`config.mk`:
```
export PLATFORM = sky130hd
export DESIGN_NAME = drive_top
export DESIGN_NICKNAME = d
export VERILOG_FILES = /design/src/verilog/drive_pkg.sv /design/src/verilog/uart_pkg.sv /design/src/verilog/drive_top.sv /design/src/verilog/gate_output_stage.sv /design/src/verilog/phase_channel.sv /design/src/verilog/phase_distributor.sv /design/src/verilog/angle_command.sv /design/src/verilog/uart_rx.sv
export VERILOG_INCLUDE_DIRS = /design/src /design/src/verilog
export SDC_FILE = /design/constraint.sdc
export NUM_CORES = 1
export LEC_CHECK = 0
export ABC_AREA = 1
export BUFFER_PORTS_ARGS = -buffer_cell sky130_fd_sc_hd__buf_2
export CAP_MARGIN = 10
export CORE_ASPECT_RATIO = 0.7
export CORE_MARGIN = 3
export CORE_UTILIZATION = 25
export DETAILED_ROUTE_END_ITERATION = 10
export PLACE_DENSITY_LB_ADDON = 0.1
export SYNTH_ARGS = -nofsm -noshare
export SYNTH_HDL_FRONTEND = slang
export SYNTH_SLANG_ARGS = --single-unit
```
`constraint.sdc`:
```
create_clock -name clk24 -period 3.6 [get_ports clk24]
set_input_delay 0.72 -clock clk24 [delete_from_list [all_inputs] [get_ports clk24]]
set_output_delay 0.72 -clock clk24 [all_outputs]
set_load 0.005 [all_outputs]
```
`src/verilog/drive_settings.svh`:
```
`ifndef DRIVE_SETTINGS_SVH
`define DRIVE_SETTINGS_SVH

// Transistor pairs driven by the array
`define NUM_CHANNELS 3

// clk24 cycles per serial bit, small to keep simulation short
`define BAUD_DIV 8

// Both gates off for this many cycles after each crossing
`define DEAD_TIME 4

// Phase counter width; carrier period is 2**PHASE_BITS cycles
`define PHASE_BITS 12

`endif
```
`src/verilog/drive_pkg.sv`:
```
`default_nettype none

`include "drive_settings.svh"

package drive_pkg;

    // Carrier phase or phase offset
    typedef logic [`PHASE_BITS-1:0] phase_t;

    // Steering angle, low 12 bits of a command
    typedef logic [11:0] angle_t;

    // Two bytes joined, high byte first
    typedef logic [15:0] command_t;

    typedef struct packed {
        phase_t phase_offset;
        logic   armed;
    } channel_cfg_t;

    // High side a, low side b
    typedef struct packed {
        logic a;
        logic b;
    } gate_pair_t;

    typedef enum logic {WAIT_HIGH, WAIT_LOW} framer_state_t;

    typedef enum logic [2:0] {IDLE, START, DATA, PARITY, STOP} rx_state_t;

endpackage

`default_nettype wire

```
`src/verilog/uart_pkg.sv`:
```
`default_nettype none

package uart_pkg;

    // One received data byte
    typedef logic [7:0] uart_byte_t;

    // Byte as delivered by the receiver
    typedef struct packed {
        uart_byte_t data;
        logic       parity_error;
    } rx_word_t;

endpackage

`default_nettype wire

```
`src/verilog/drive_top.sv`:
```
`timescale 1ns/1ps
`default_nettype none

`include "drive_settings.svh"

module drive_top (
    input  wire                                        clk24,
    input  wire                                        reset,
    input  wire                                        rx,
    input  wire                                        shoot,
    output drive_pkg::gate_pair_t [`NUM_CHANNELS-1:0]  gates
);
    import uart_pkg::*;
    import drive_pkg::*;

    rx_word_t                         rx_word;
    logic                             rx_done;
    angle_t                           angle;
    logic                             angle_valid;
    phase_t                           phase_now;
    channel_cfg_t [`NUM_CHANNELS-1:0] cfg;
    gate_pair_t   [`NUM_CHANNELS-1:0] pairs;

    uart_rx u_uart_rx (
        .clk24   (clk24),
        .reset   (reset),
        .rx      (rx),
        .word    (rx_word),
        .rx_done (rx_done)
    );

    angle_command u_angle_command (
        .clk24       (clk24),
        .reset       (reset),
        .word        (rx_word),
        .rx_done     (rx_done),
        .angle       (angle),
        .angle_valid (angle_valid)
    );

    phase_distributor u_phase_distributor (
        .clk24       (clk24),
        .reset       (reset),
        .angle       (angle),
        .angle_valid (angle_valid),
        .phase_now   (phase_now),
        .cfg         (cfg)
    );

    for (genvar k = 0; k < `NUM_CHANNELS; k++) begin : g_channel
        phase_channel u_phase_channel (
            .clk24     (clk24),
            .reset     (reset),
            .phase_now (phase_now),
            .cfg       (cfg[k]),
            .gate      (pairs[k])
        );
    end

    gate_output_stage u_gate_output_stage (
        .clk24 (clk24),
        .reset (reset),
        .shoot (shoot),
        .pairs (pairs),
        .gates (gates)
    );

endmodule

`default_nettype wire

```
`src/verilog/gate_output_stage.sv`:
```
`timescale 1ns/1ps
`default_nettype none

`include "drive_settings.svh"

module gate_output_stage (
    input  wire                                        clk24,
    input  wire                                        reset,
    input  wire                                        shoot,
    input  drive_pkg::gate_pair_t [`NUM_CHANNELS-1:0]  pairs,
    output drive_pkg::gate_pair_t [`NUM_CHANNELS-1:0]  gates
);
    import drive_pkg::*;

    gate_pair_t [`NUM_CHANNELS-1:0] pairs_q;
    logic                           shoot_q;

    always_ff @(posedge clk24) begin
        if (reset) begin
            pairs_q <= '0;
            shoot_q <= 1'b0;
        end else begin
            pairs_q <= pairs;
            shoot_q <= shoot;
        end
    end

    // All gates off while not shooting
    assign gates = shoot_q ? pairs_q : '0;

    for (genvar k = 0; k < `NUM_CHANNELS; k++) begin : g_check
        assert property (@(posedge clk24) disable iff (reset)
                         !(gates[k].a && gates[k].b));
    end

endmodule

`default_nettype wire

```
`src/verilog/phase_channel.sv`:
```
`timescale 1ns/1ps
`default_nettype none

`include "drive_settings.svh"

module phase_channel (
    input  wire                     clk24,
    input  wire                     reset,
    input  drive_pkg::phase_t       phase_now,
    input  drive_pkg::channel_cfg_t cfg,
    output drive_pkg::gate_pair_t   gate
);
    import drive_pkg::*;

    localparam phase_t HALF  = phase_t'(1 << (`PHASE_BITS - 1));
    localparam phase_t GUARD = phase_t'(`DEAD_TIME);

    phase_t rel_phase;
    logic   a_next;
    logic   b_next;

    // Subtraction wraps modulo the carrier period
    assign rel_phase = phase_now - cfg.phase_offset;

    // First half drives a, second half drives b
    // Each half opens DEAD_TIME late so the other side has turned off
    assign a_next = cfg.armed && (rel_phase >= GUARD) && (rel_phase < HALF);
    assign b_next = cfg.armed && (rel_phase >= HALF + GUARD);

    always_ff @(posedge clk24) begin
        if (reset) begin
            gate <= '0;
        end else begin
            gate.a <= a_next;
            gate.b <= b_next;
        end
    end

    // Shoot-through would short the supply
    assert property (@(posedge clk24) disable iff (reset) gate.a |-> !gate.b);

endmodule

`default_nettype wire

```
`src/verilog/phase_distributor.sv`:
```
`timescale 1ns/1ps
`default_nettype none

`include "drive_settings.svh"

module phase_distributor (
    input  wire                                          clk24,
    input  wire                                          reset,
    input  drive_pkg::angle_t                            angle,
    input  wire                                          angle_valid,
    output drive_pkg::phase_t                            phase_now,
    output drive_pkg::channel_cfg_t [`NUM_CHANNELS-1:0]  cfg
);
    import drive_pkg::*;

    phase_t offset_sum [`NUM_CHANNELS];
    phase_t offset_q   [`NUM_CHANNELS];
    logic   armed_q;

    // Carrier counter wraps once per period
    always_ff @(posedge clk24) begin
        if (reset) begin
            phase_now <= '0;
        end else begin
            phase_now <= phase_now + 1'b1;
        end
    end

    // k times the angle as a running sum, wraps modulo the period
    always_comb begin
        phase_t acc;
        acc = '0;
        for (int k = 0; k < `NUM_CHANNELS; k++) begin
            offset_sum[k] = acc;
            acc = acc + phase_t'(angle);
        end
    end

    always_ff @(posedge clk24) begin
        if (angle_valid) begin
            offset_q <= offset_sum;
        end
    end

    always_ff @(posedge clk24) begin
        if (reset) begin
            armed_q <= 1'b0;
        end else if (angle_valid) begin
            armed_q <= 1'b1;
        end
    end

    always_comb begin
        for (int k = 0; k < `NUM_CHANNELS; k++) begin
            cfg[k].phase_offset = offset_q[k];
            cfg[k].armed        = armed_q;
        end
    end

endmodule

`default_nettype wire

```
`src/verilog/angle_command.sv`:
```
`timescale 1ns/1ps
`default_nettype none

module angle_command (
    input  wire                 clk24,
    input  wire                 reset,
    input  uart_pkg::rx_word_t  word,
    input  wire                 rx_done,
    output drive_pkg::angle_t   angle,
    output logic                angle_valid
);
    import drive_pkg::*;

    framer_state_t state;
    command_t      command_q;

    always_ff @(posedge clk24) begin
        if (reset) begin
            state       <= WAIT_HIGH;
            command_q   <= '0;
            angle_valid <= 1'b0;
        end else begin
            // Pulse on every low byte, good or not
            angle_valid <= rx_done && (state == WAIT_LOW);
            if (rx_done) begin
                case (state)
                    WAIT_HIGH: begin
                        if (!word.parity_error) begin
                            command_q[15:8] <= word.data;
                        end
                        state <= WAIT_LOW;
                    end
                    WAIT_LOW: begin
                        if (!word.parity_error) begin
                            command_q[7:0] <= word.data;
                        end
                        state <= WAIT_HIGH;
                    end
                    default: state <= WAIT_HIGH;
                endcase
            end
        end
    end

    // Top nibble of the command is ignored
    assign angle = command_q[11:0];

endmodule

`default_nettype wire

```
`src/verilog/uart_rx.sv`:
```
`timescale 1ns/1ps
`default_nettype none

`include "drive_settings.svh"

module uart_rx (
    input  wire                 clk24,
    input  wire                 reset,
    input  wire                 rx,
    output uart_pkg::rx_word_t  word,
    output logic                rx_done
);
    import uart_pkg::*;
    import drive_pkg::*;

    localparam int CNT_BITS = $clog2(`BAUD_DIV);
    localparam logic [CNT_BITS-1:0] HALF_BIT = CNT_BITS'(`BAUD_DIV / 2 - 1);
    localparam logic [CNT_BITS-1:0] FULL_BIT = CNT_BITS'(`BAUD_DIV - 1);

    logic                rx_meta;
    logic                rx_sync;
    rx_state_t           state;
    logic [CNT_BITS-1:0] baud_cnt;
    logic [2:0]          bit_idx;
    logic                sample;
    uart_byte_t          shift_q;
    logic                parity_q;

    // Two-flop synchronizer, line idles high
    always_ff @(posedge clk24) begin
        if (reset) begin
            rx_meta <= 1'b1;
            rx_sync <= 1'b1;
        end else begin
            rx_meta <= rx;
            rx_sync <= rx_meta;
        end
    end

    // Half a bit to reach mid start bit, then a full bit each
    assign sample = (state != IDLE) &&
                    (baud_cnt == ((state == START) ? HALF_BIT : FULL_BIT));

    always_ff @(posedge clk24) begin
        if (reset) begin
            state    <= IDLE;
            baud_cnt <= '0;
            bit_idx  <= '0;
            rx_done  <= 1'b0;
        end else begin
            rx_done  <= 1'b0;
            baud_cnt <= (state == IDLE || sample) ? '0 : baud_cnt + 1'b1;
            case (state)
                IDLE: begin
                    if (!rx_sync) begin
                        state <= START;
                    end
                end
                START: begin
                    if (sample) begin
                        bit_idx <= '0;
                        // Glitch shorter than half a bit goes back to idle
                        state   <= rx_sync ? IDLE : DATA;
                    end
                end
                DATA: begin
                    if (sample) begin
                        bit_idx <= bit_idx + 1'b1;
                        if (bit_idx == 3'd7) begin
                            state <= PARITY;
                        end
                    end
                end
                PARITY: begin
                    if (sample) begin
                        state <= STOP;
                    end
                end
                STOP: begin
                    if (sample) begin
                        rx_done <= 1'b1;
                        state   <= IDLE;
                    end
                end
                default: state <= IDLE;
            endcase
        end
    end

    // Data bits arrive LSB first
    always_ff @(posedge clk24) begin
        if (sample) begin
            case (state)
                DATA:   shift_q <= {rx_sync, shift_q[7:1]};
                PARITY: parity_q <= rx_sync;
                STOP: begin
                    word.data         <= shift_q;
                    // Even parity: data and parity bit XOR to zero
                    word.parity_error <= ^{shift_q, parity_q};
                end
                default: ;
            endcase
        end
    end

    // One byte per frame, so the strobe never repeats
    assert property (@(posedge clk24) disable iff (reset) rx_done |=> !rx_done);

endmodule

`default_nettype wire

```
==> Word level (Yosys, flattened, before mapping) <==
Cells that the tools add are included.
{ "word_totals": {"regBits": 94, "input_bits": 4, "out_inout_bits": 6} }
{ "classes": {"addsub": 6, "order_cmp": 9, "eq_ne": 12, "muxes": 14, "bitwise_logic": 3, "reduce_logical": 25} }
{ "ops": {"columns": ["operator", "count"], "rows": [
  ["12-bit greater-or-equal comparator (second input constant)", 3],
  ["12-bit by 3-bit greater-or-equal comparator with 1-bit output (second input constant)", 3],
  ["12-bit less-than comparator (second input constant)", 3],
  ["3-bit two-way mux", 8],
  ["12-bit subtractor", 2],
  ["3-bit one-hot mux with 5 select lines", 1],
  ["12-bit by 1-bit adder with 12-bit output (second input constant)", 1],
  ["12-bit adder", 1],
  ["1-bit logical AND", 11],
  ["2-bit by 1-bit inequality test with 1-bit output (second input constant)", 5],
  ["3-bit AND reduction", 3],
  ["9-bit parity", 1],
  ["3-bit by 1-bit adder with 3-bit output (second input constant)", 2],
  ["3-bit by 2-bit == test with 1-bit output (second input constant)", 2],
  ["3-bit == test (second input constant)", 2],
  ["6-bit two-way mux", 1],
  ["3-bit one-hot mux with 2 select lines", 1],
  ["2-bit AND reduction", 3],
  ["6-bit AND reduction", 1],
  ["2-bit OR reduction", 2],
  ["3-bit by 1-bit == test with 1-bit output (second input constant)", 1],
  ["3-bit == test", 1],
  ["3-bit logical NOT", 1],
  ["1-bit NOT", 3],
  ["7 further kinds", 7]
]} }

==> Logic depth before layout (Yosys ltp) <==
{ "depth": {"ltp_word": 6, "ltp_mapped": 15, "mapped_depth_nobuf": 15} }

==> Cells and area by module <==
Synthesis repeated with hierarchy kept, for this count alone.
{ "hier_totals": {"hier_cells": 830, "hier_area_um2": 5770.5} }
{ "by_module_without_submodules": {"columns": ["mod", "instances", "cells_each", "area_each_um2"], "rows": [
  ["phase_channel (g_channel[0].u_phase_channel ...)", 2, 159, 868.3],
  ["uart_rx", 1, 112, 1221.2],
  ["phase_distributor", 1, 116, 1136.1],
  ["phase_channel (g_channel[2].u_phase_channel)", 1, 165, 862.1],
  ["angle_command", 1, 86, 576.8],
  ["gate_output_stage", 1, 33, 237.7]
]} }

==> Worst setup path after synthesis <==
Ideal clock, no wire load.
{ "synth_path": {"path_kind": "reg2reg", "from": "register u_phase_distributor.cfg[28] (netlist name)", "to": "register g_channel[1].u_phase_channel.gate[0] in the netlist's numbering", "arrival_time_ns": 1.769, "t_required_ns": 3.488, "slack_ns": 1.720, "stages_incl_launch_ff": 15, "synth_period_minus_slack_ns": 1.880, "cell_sequence": "edfxtp_1 ha_1 fa_1 inv_1 nand2_1 nand2_1 nand2_1 nand2_1 nand2_1 a21oi_1 nand2_1 nor2_1 nand3_1 nand2_1 nor2_1"} }
{ "synth_rtl": {"columns": ["item", "line", "rtl"], "rows": [
  ["end: declaration", "phase_channel.sv:11", "output drive_pkg::gate_pair_t gate"]
]} }

==> Worst setup path after layout <==
{ "layout_path": {"from": "register u_phase_distributor.phase_now[0]", "to": "register g_channel[1].u_phase_channel.gate[0] in the netlist's numbering"} }
{ "layout_between": {"elab_chain_len": 3} }
{ "layout_rtl": {"columns": ["item", "line", "rtl"], "rows": [
  ["start: declaration", "phase_distributor.sv:11", "output drive_pkg::phase_t phase_now,"],
  ["start signal: assignment", "phase_distributor.sv:25", "phase_now <= phase_now + 1'b1;"],
  ["12-bit subtractor", "phase_channel.sv:23", "assign rel_phase = phase_now - cfg.phase_offset;"],
  ["12-bit greater-or-equal comparator", "phase_channel.sv:28", "assign b_next = cfg.armed && (rel_phase >= HALF + GUARD);"],
  ["1-bit logical AND", "phase_channel.sv:28", null]
]} }
No other way between the ends.
A chain may end at the register's enable or synchronous reset.

==> flow_summary.ini <==
[worst_setup_path]
r2r-start = u_phase_distributor.phase_now[0]$_SDFF_PP0_
crit_path_max_fanout = 4
reg2reg_slack_ns = 1.45
reg2reg_depth = 15
arrival_ns = 2.38
startpoint_type = register
critical_path_required_ns = 3.83
critical_path_class = register to register
worstReg2RegEnd = g_channel[1].u_phase_channel.gate[0]$_SDFF_PP0_
cp-end-kind = register

[global_route]
grt_max_degree = 26
gr-usage-all-layers_pct = 11.5
use_met3_pct = 2.72
antenna_found_initial = 0
grt_overflow = 0
grt_pass1_wl_um = 17000
global_route.usage.met2_pct = 15.8
grt_pass1_vias = 3288
busiest_layer = met1
grt.met1_usage_pct = 17.7

[pwr]
internal_power_mw = 1.64
power_leakage_nw = 2.36
powerDensity_nw_per_um2 = 434
swShare_pct = 23.3
p_seq_share_pct = 46.7
irDropWorstVdd_mv = 0.254
pwr-share-comb_pct = 8.5
power.switching_mw = 0.497
p_clk_share_pct = 44.9

[timing]
rsz0062_at_grt = no
timing.fmax_ghz = 0.465
hold_violations = 0
tns_ns = 0
setup_violations = 0
skew_ns = 0.00639
holdWs_ns = 0.406
period_share_pct = 59.8
slew_headroom_pct = 43.2
max_slew.worst_pin.slew_ns = 0.848
slew_viol_final = 0
fin_crit_ns = 2.15

[logic_synthesis]
yosys-top-cells-area = dfxtp_1 (24%), edfxtp_1 (21%), nand2_1 (12%)
yosysUniqueCellTypes = 25
syn_area_um2 = 4300
synth_top_area_cell = dfxtp_1
synth-main-ff-cell = dfxtp_1
yosysSeqAreaShare_pct = 45.2
synthesis.nets = 599
yosysTopAreaCellShare_pct = 24.2
ys_seq_elements = 82
synthArstFlopShare_pct = 0
avgSynthCellArea_um2 = 7.58
ys.warnings.count = 0
syn_inst = 567
synth-edff-count = 30

[floorplan]
initial_core_util_pct = 25.9
io_pins = 10
die_area_um2 = 18800
core_region_area_um2 = 16600
die_h_um = 116
die_x_um = 163
row_count = 39

[outcome]
outcome = finished, final reports clean

[clocking]
clockRootBuffer = clkbuf_16
cts_made_buffers = 9
clk_latency_ns = 0.33
clockBufferDepth = 2
holdBufCountCts = 0
cts.sinks = 82
cts_resized = 0
cts_tree = done
clk_pin_slew_worst_paths_ns = 0.06
htree_levels = 3
cts_setup_buffers = 0

[min_path]
worstHoldEndpoint = u_uart_rx.rx_sync$_SDFF_PP1_
holdCritPathClass = register to register
hold_depth = 1
hp-start = u_uart_rx.rx_meta$_SDFF_PP1_

[flow_run]
max_cap_viol_count = 0

[placed_design]
io_buffers = 9
place.gp.congestion = 0.841
hpwlAfterDp_um = 7820

[finish]
nets = 614
areaGrowthSynthToFinish_pct = 14.4
final_cell_mix = nand2_1 (139), inv_1 (100), nor2_1 (87)
drive_gt1_share_pct = 5.79
final_common_cell = nand2_1
postLayoutCoreUtil_pct = 29.6
diodes = 0

[route]
via_per_inst = 4.14
wirelength_um = 9920
dr.pass1.iters = 4
drt_iter0_drc = 258
routedWlPerCell_um = 12.2
detail-route-antenna-nets = 0
routed-via-count = 3360
drc = 0
[worst max-delay path, stage by stage (launching register included)]
cell and delay [ns]:
dfxtp_1 0.40, inv_1 0.08, ha_1 0.21, fa_1 0.40, inv_1 0.12, nand2_1 0.06
nand2_1 0.09, nand2_1 0.06, nand2_1 0.05, nand2_1 0.05, a21oi_1 0.11, nand2_1 0.06
nor2_1 0.11, nand3_1 0.11, nand2_1 0.09, nor2_1 0.05
[per-stage QoR]
stage	power (mW)	cell area (um^2)	setup WS, ns	instances
2_1_floorplan	1.16	4300	1.72	567
3_3_place_gp	1.20	4600	1.50	796
3_5_place_dp	1.20	4600	1.47	796
4_1_cts	2.16	4910	1.46	812
5_1_grt	2.25	4910	1.20	812
6_report	2.13	4910	1.45	812
[cell type report]
| class | count | area (um^2) |
|---|---|---|
| multi-input cells | 380 | 1960 |
| clock buffers | 10 | 229 |
| inverters | 100 | 375 |
| flip-flops and latches | 82 | 1940 |
| fillers | 1813 | 11700 |
| clock inverters | 6 | 81.3 |
| repair buffers | 9 | 45.0 |
| well taps | 225 | 282 |
[how the worst max path moves through the flow]
stage,cells after the start,slack [ns],from,endpoint
after CTS,15,1.46,u_phase_distributor.phase_now[0]$_SDFF_PP0_,g_channel[1].u_phase_channel.gate[0]$_SDFF_PP0_
after detailed placement,15,1.47,u_phase_distributor.phase_now[0]$_SDFF_PP0_,g_channel[1].u_phase_channel.gate[0]$_SDFF_PP0_
final,15,1.45,u_phase_distributor.phase_now[0]$_SDFF_PP0_,g_channel[1].u_phase_channel.gate[0]$_SDFF_PP0_
after global placement,15,1.50,u_phase_distributor.phase_now[0]$_SDFF_PP0_,g_channel[1].u_phase_channel.gate[0]$_SDFF_PP0_
after global routing,15,1.20,u_phase_distributor.phase_now[0]$_SDFF_PP0_,g_channel[1].u_phase_channel.gate[0]$_SDFF_PP0_
after floorplan,14,1.72,u_phase_distributor.cfg[28]$_DFFE_PP_,g_channel[1].u_phase_channel.gate[0]$_SDFF_PP0_
[routing by layer]
layer	share of wire, %	wire length (um)
met1	58	5780
met2	38	3750
met3	3.2	315
met4	0.79	78
met5	0	0
[cell usage after synthesis (all sizes together), types with 2 or more instances]
master and n:
nand3 39, o21ai 21, buf 2, nand4 11, inv 100, edfxtp 30, xor2 13, xnor2 4
ha 27, or2 2, nor2 91, dfxtp 52, nor3 6, a21oi 21, nand2 140, clkbuf 3
[flip-flops by register name, summed over array words and instances, names as in the netlist]
name / cells
u_uart_rx.rx_meta: 1
u_uart_rx.word: 9
u_uart_rx.baud_cnt: 3
u_uart_rx.rx_done: 1
u_gate_output_stage.shoot_q: 1
u_uart_rx.state: 3
u_gate_output_stage.pairs_q: 6
u_phase_distributor.armed_q: 1
u_phase_distributor.cfg: 12
u_uart_rx.bit_idx: 3
u_angle_command.angle_valid: 1
u_uart_rx.shift_q: 8
u_angle_command.state: 1
u_angle_command.command_q: 12
u_uart_rx.parity_q: 1
u_phase_distributor.phase_now: 12
g_channel.u_phase_channel.gate: 6
u_uart_rx.rx_sync: 1
[logic make-up after synthesis]
logic type,share of synthesized area (%)
compound gates,5.42
flops,45.2
xor+xnor,3.47
fa+ha+maj,8.33
buf+inv,9.18
simple gates,28.4
[power by group through the flow]
stage	registers [mW]	clock network [mW]	logic, mW
after global routing	1.00	1.04	0.217
final	0.997	0.957	0.180
after CTS	0.997	0.985	0.182
after global placement	1.02	0	0.182
after floorplan	1.01	0	0.147
after detailed placement	1.02	0	0.181
No activity file was read; power rests on OpenSTA's default activity.
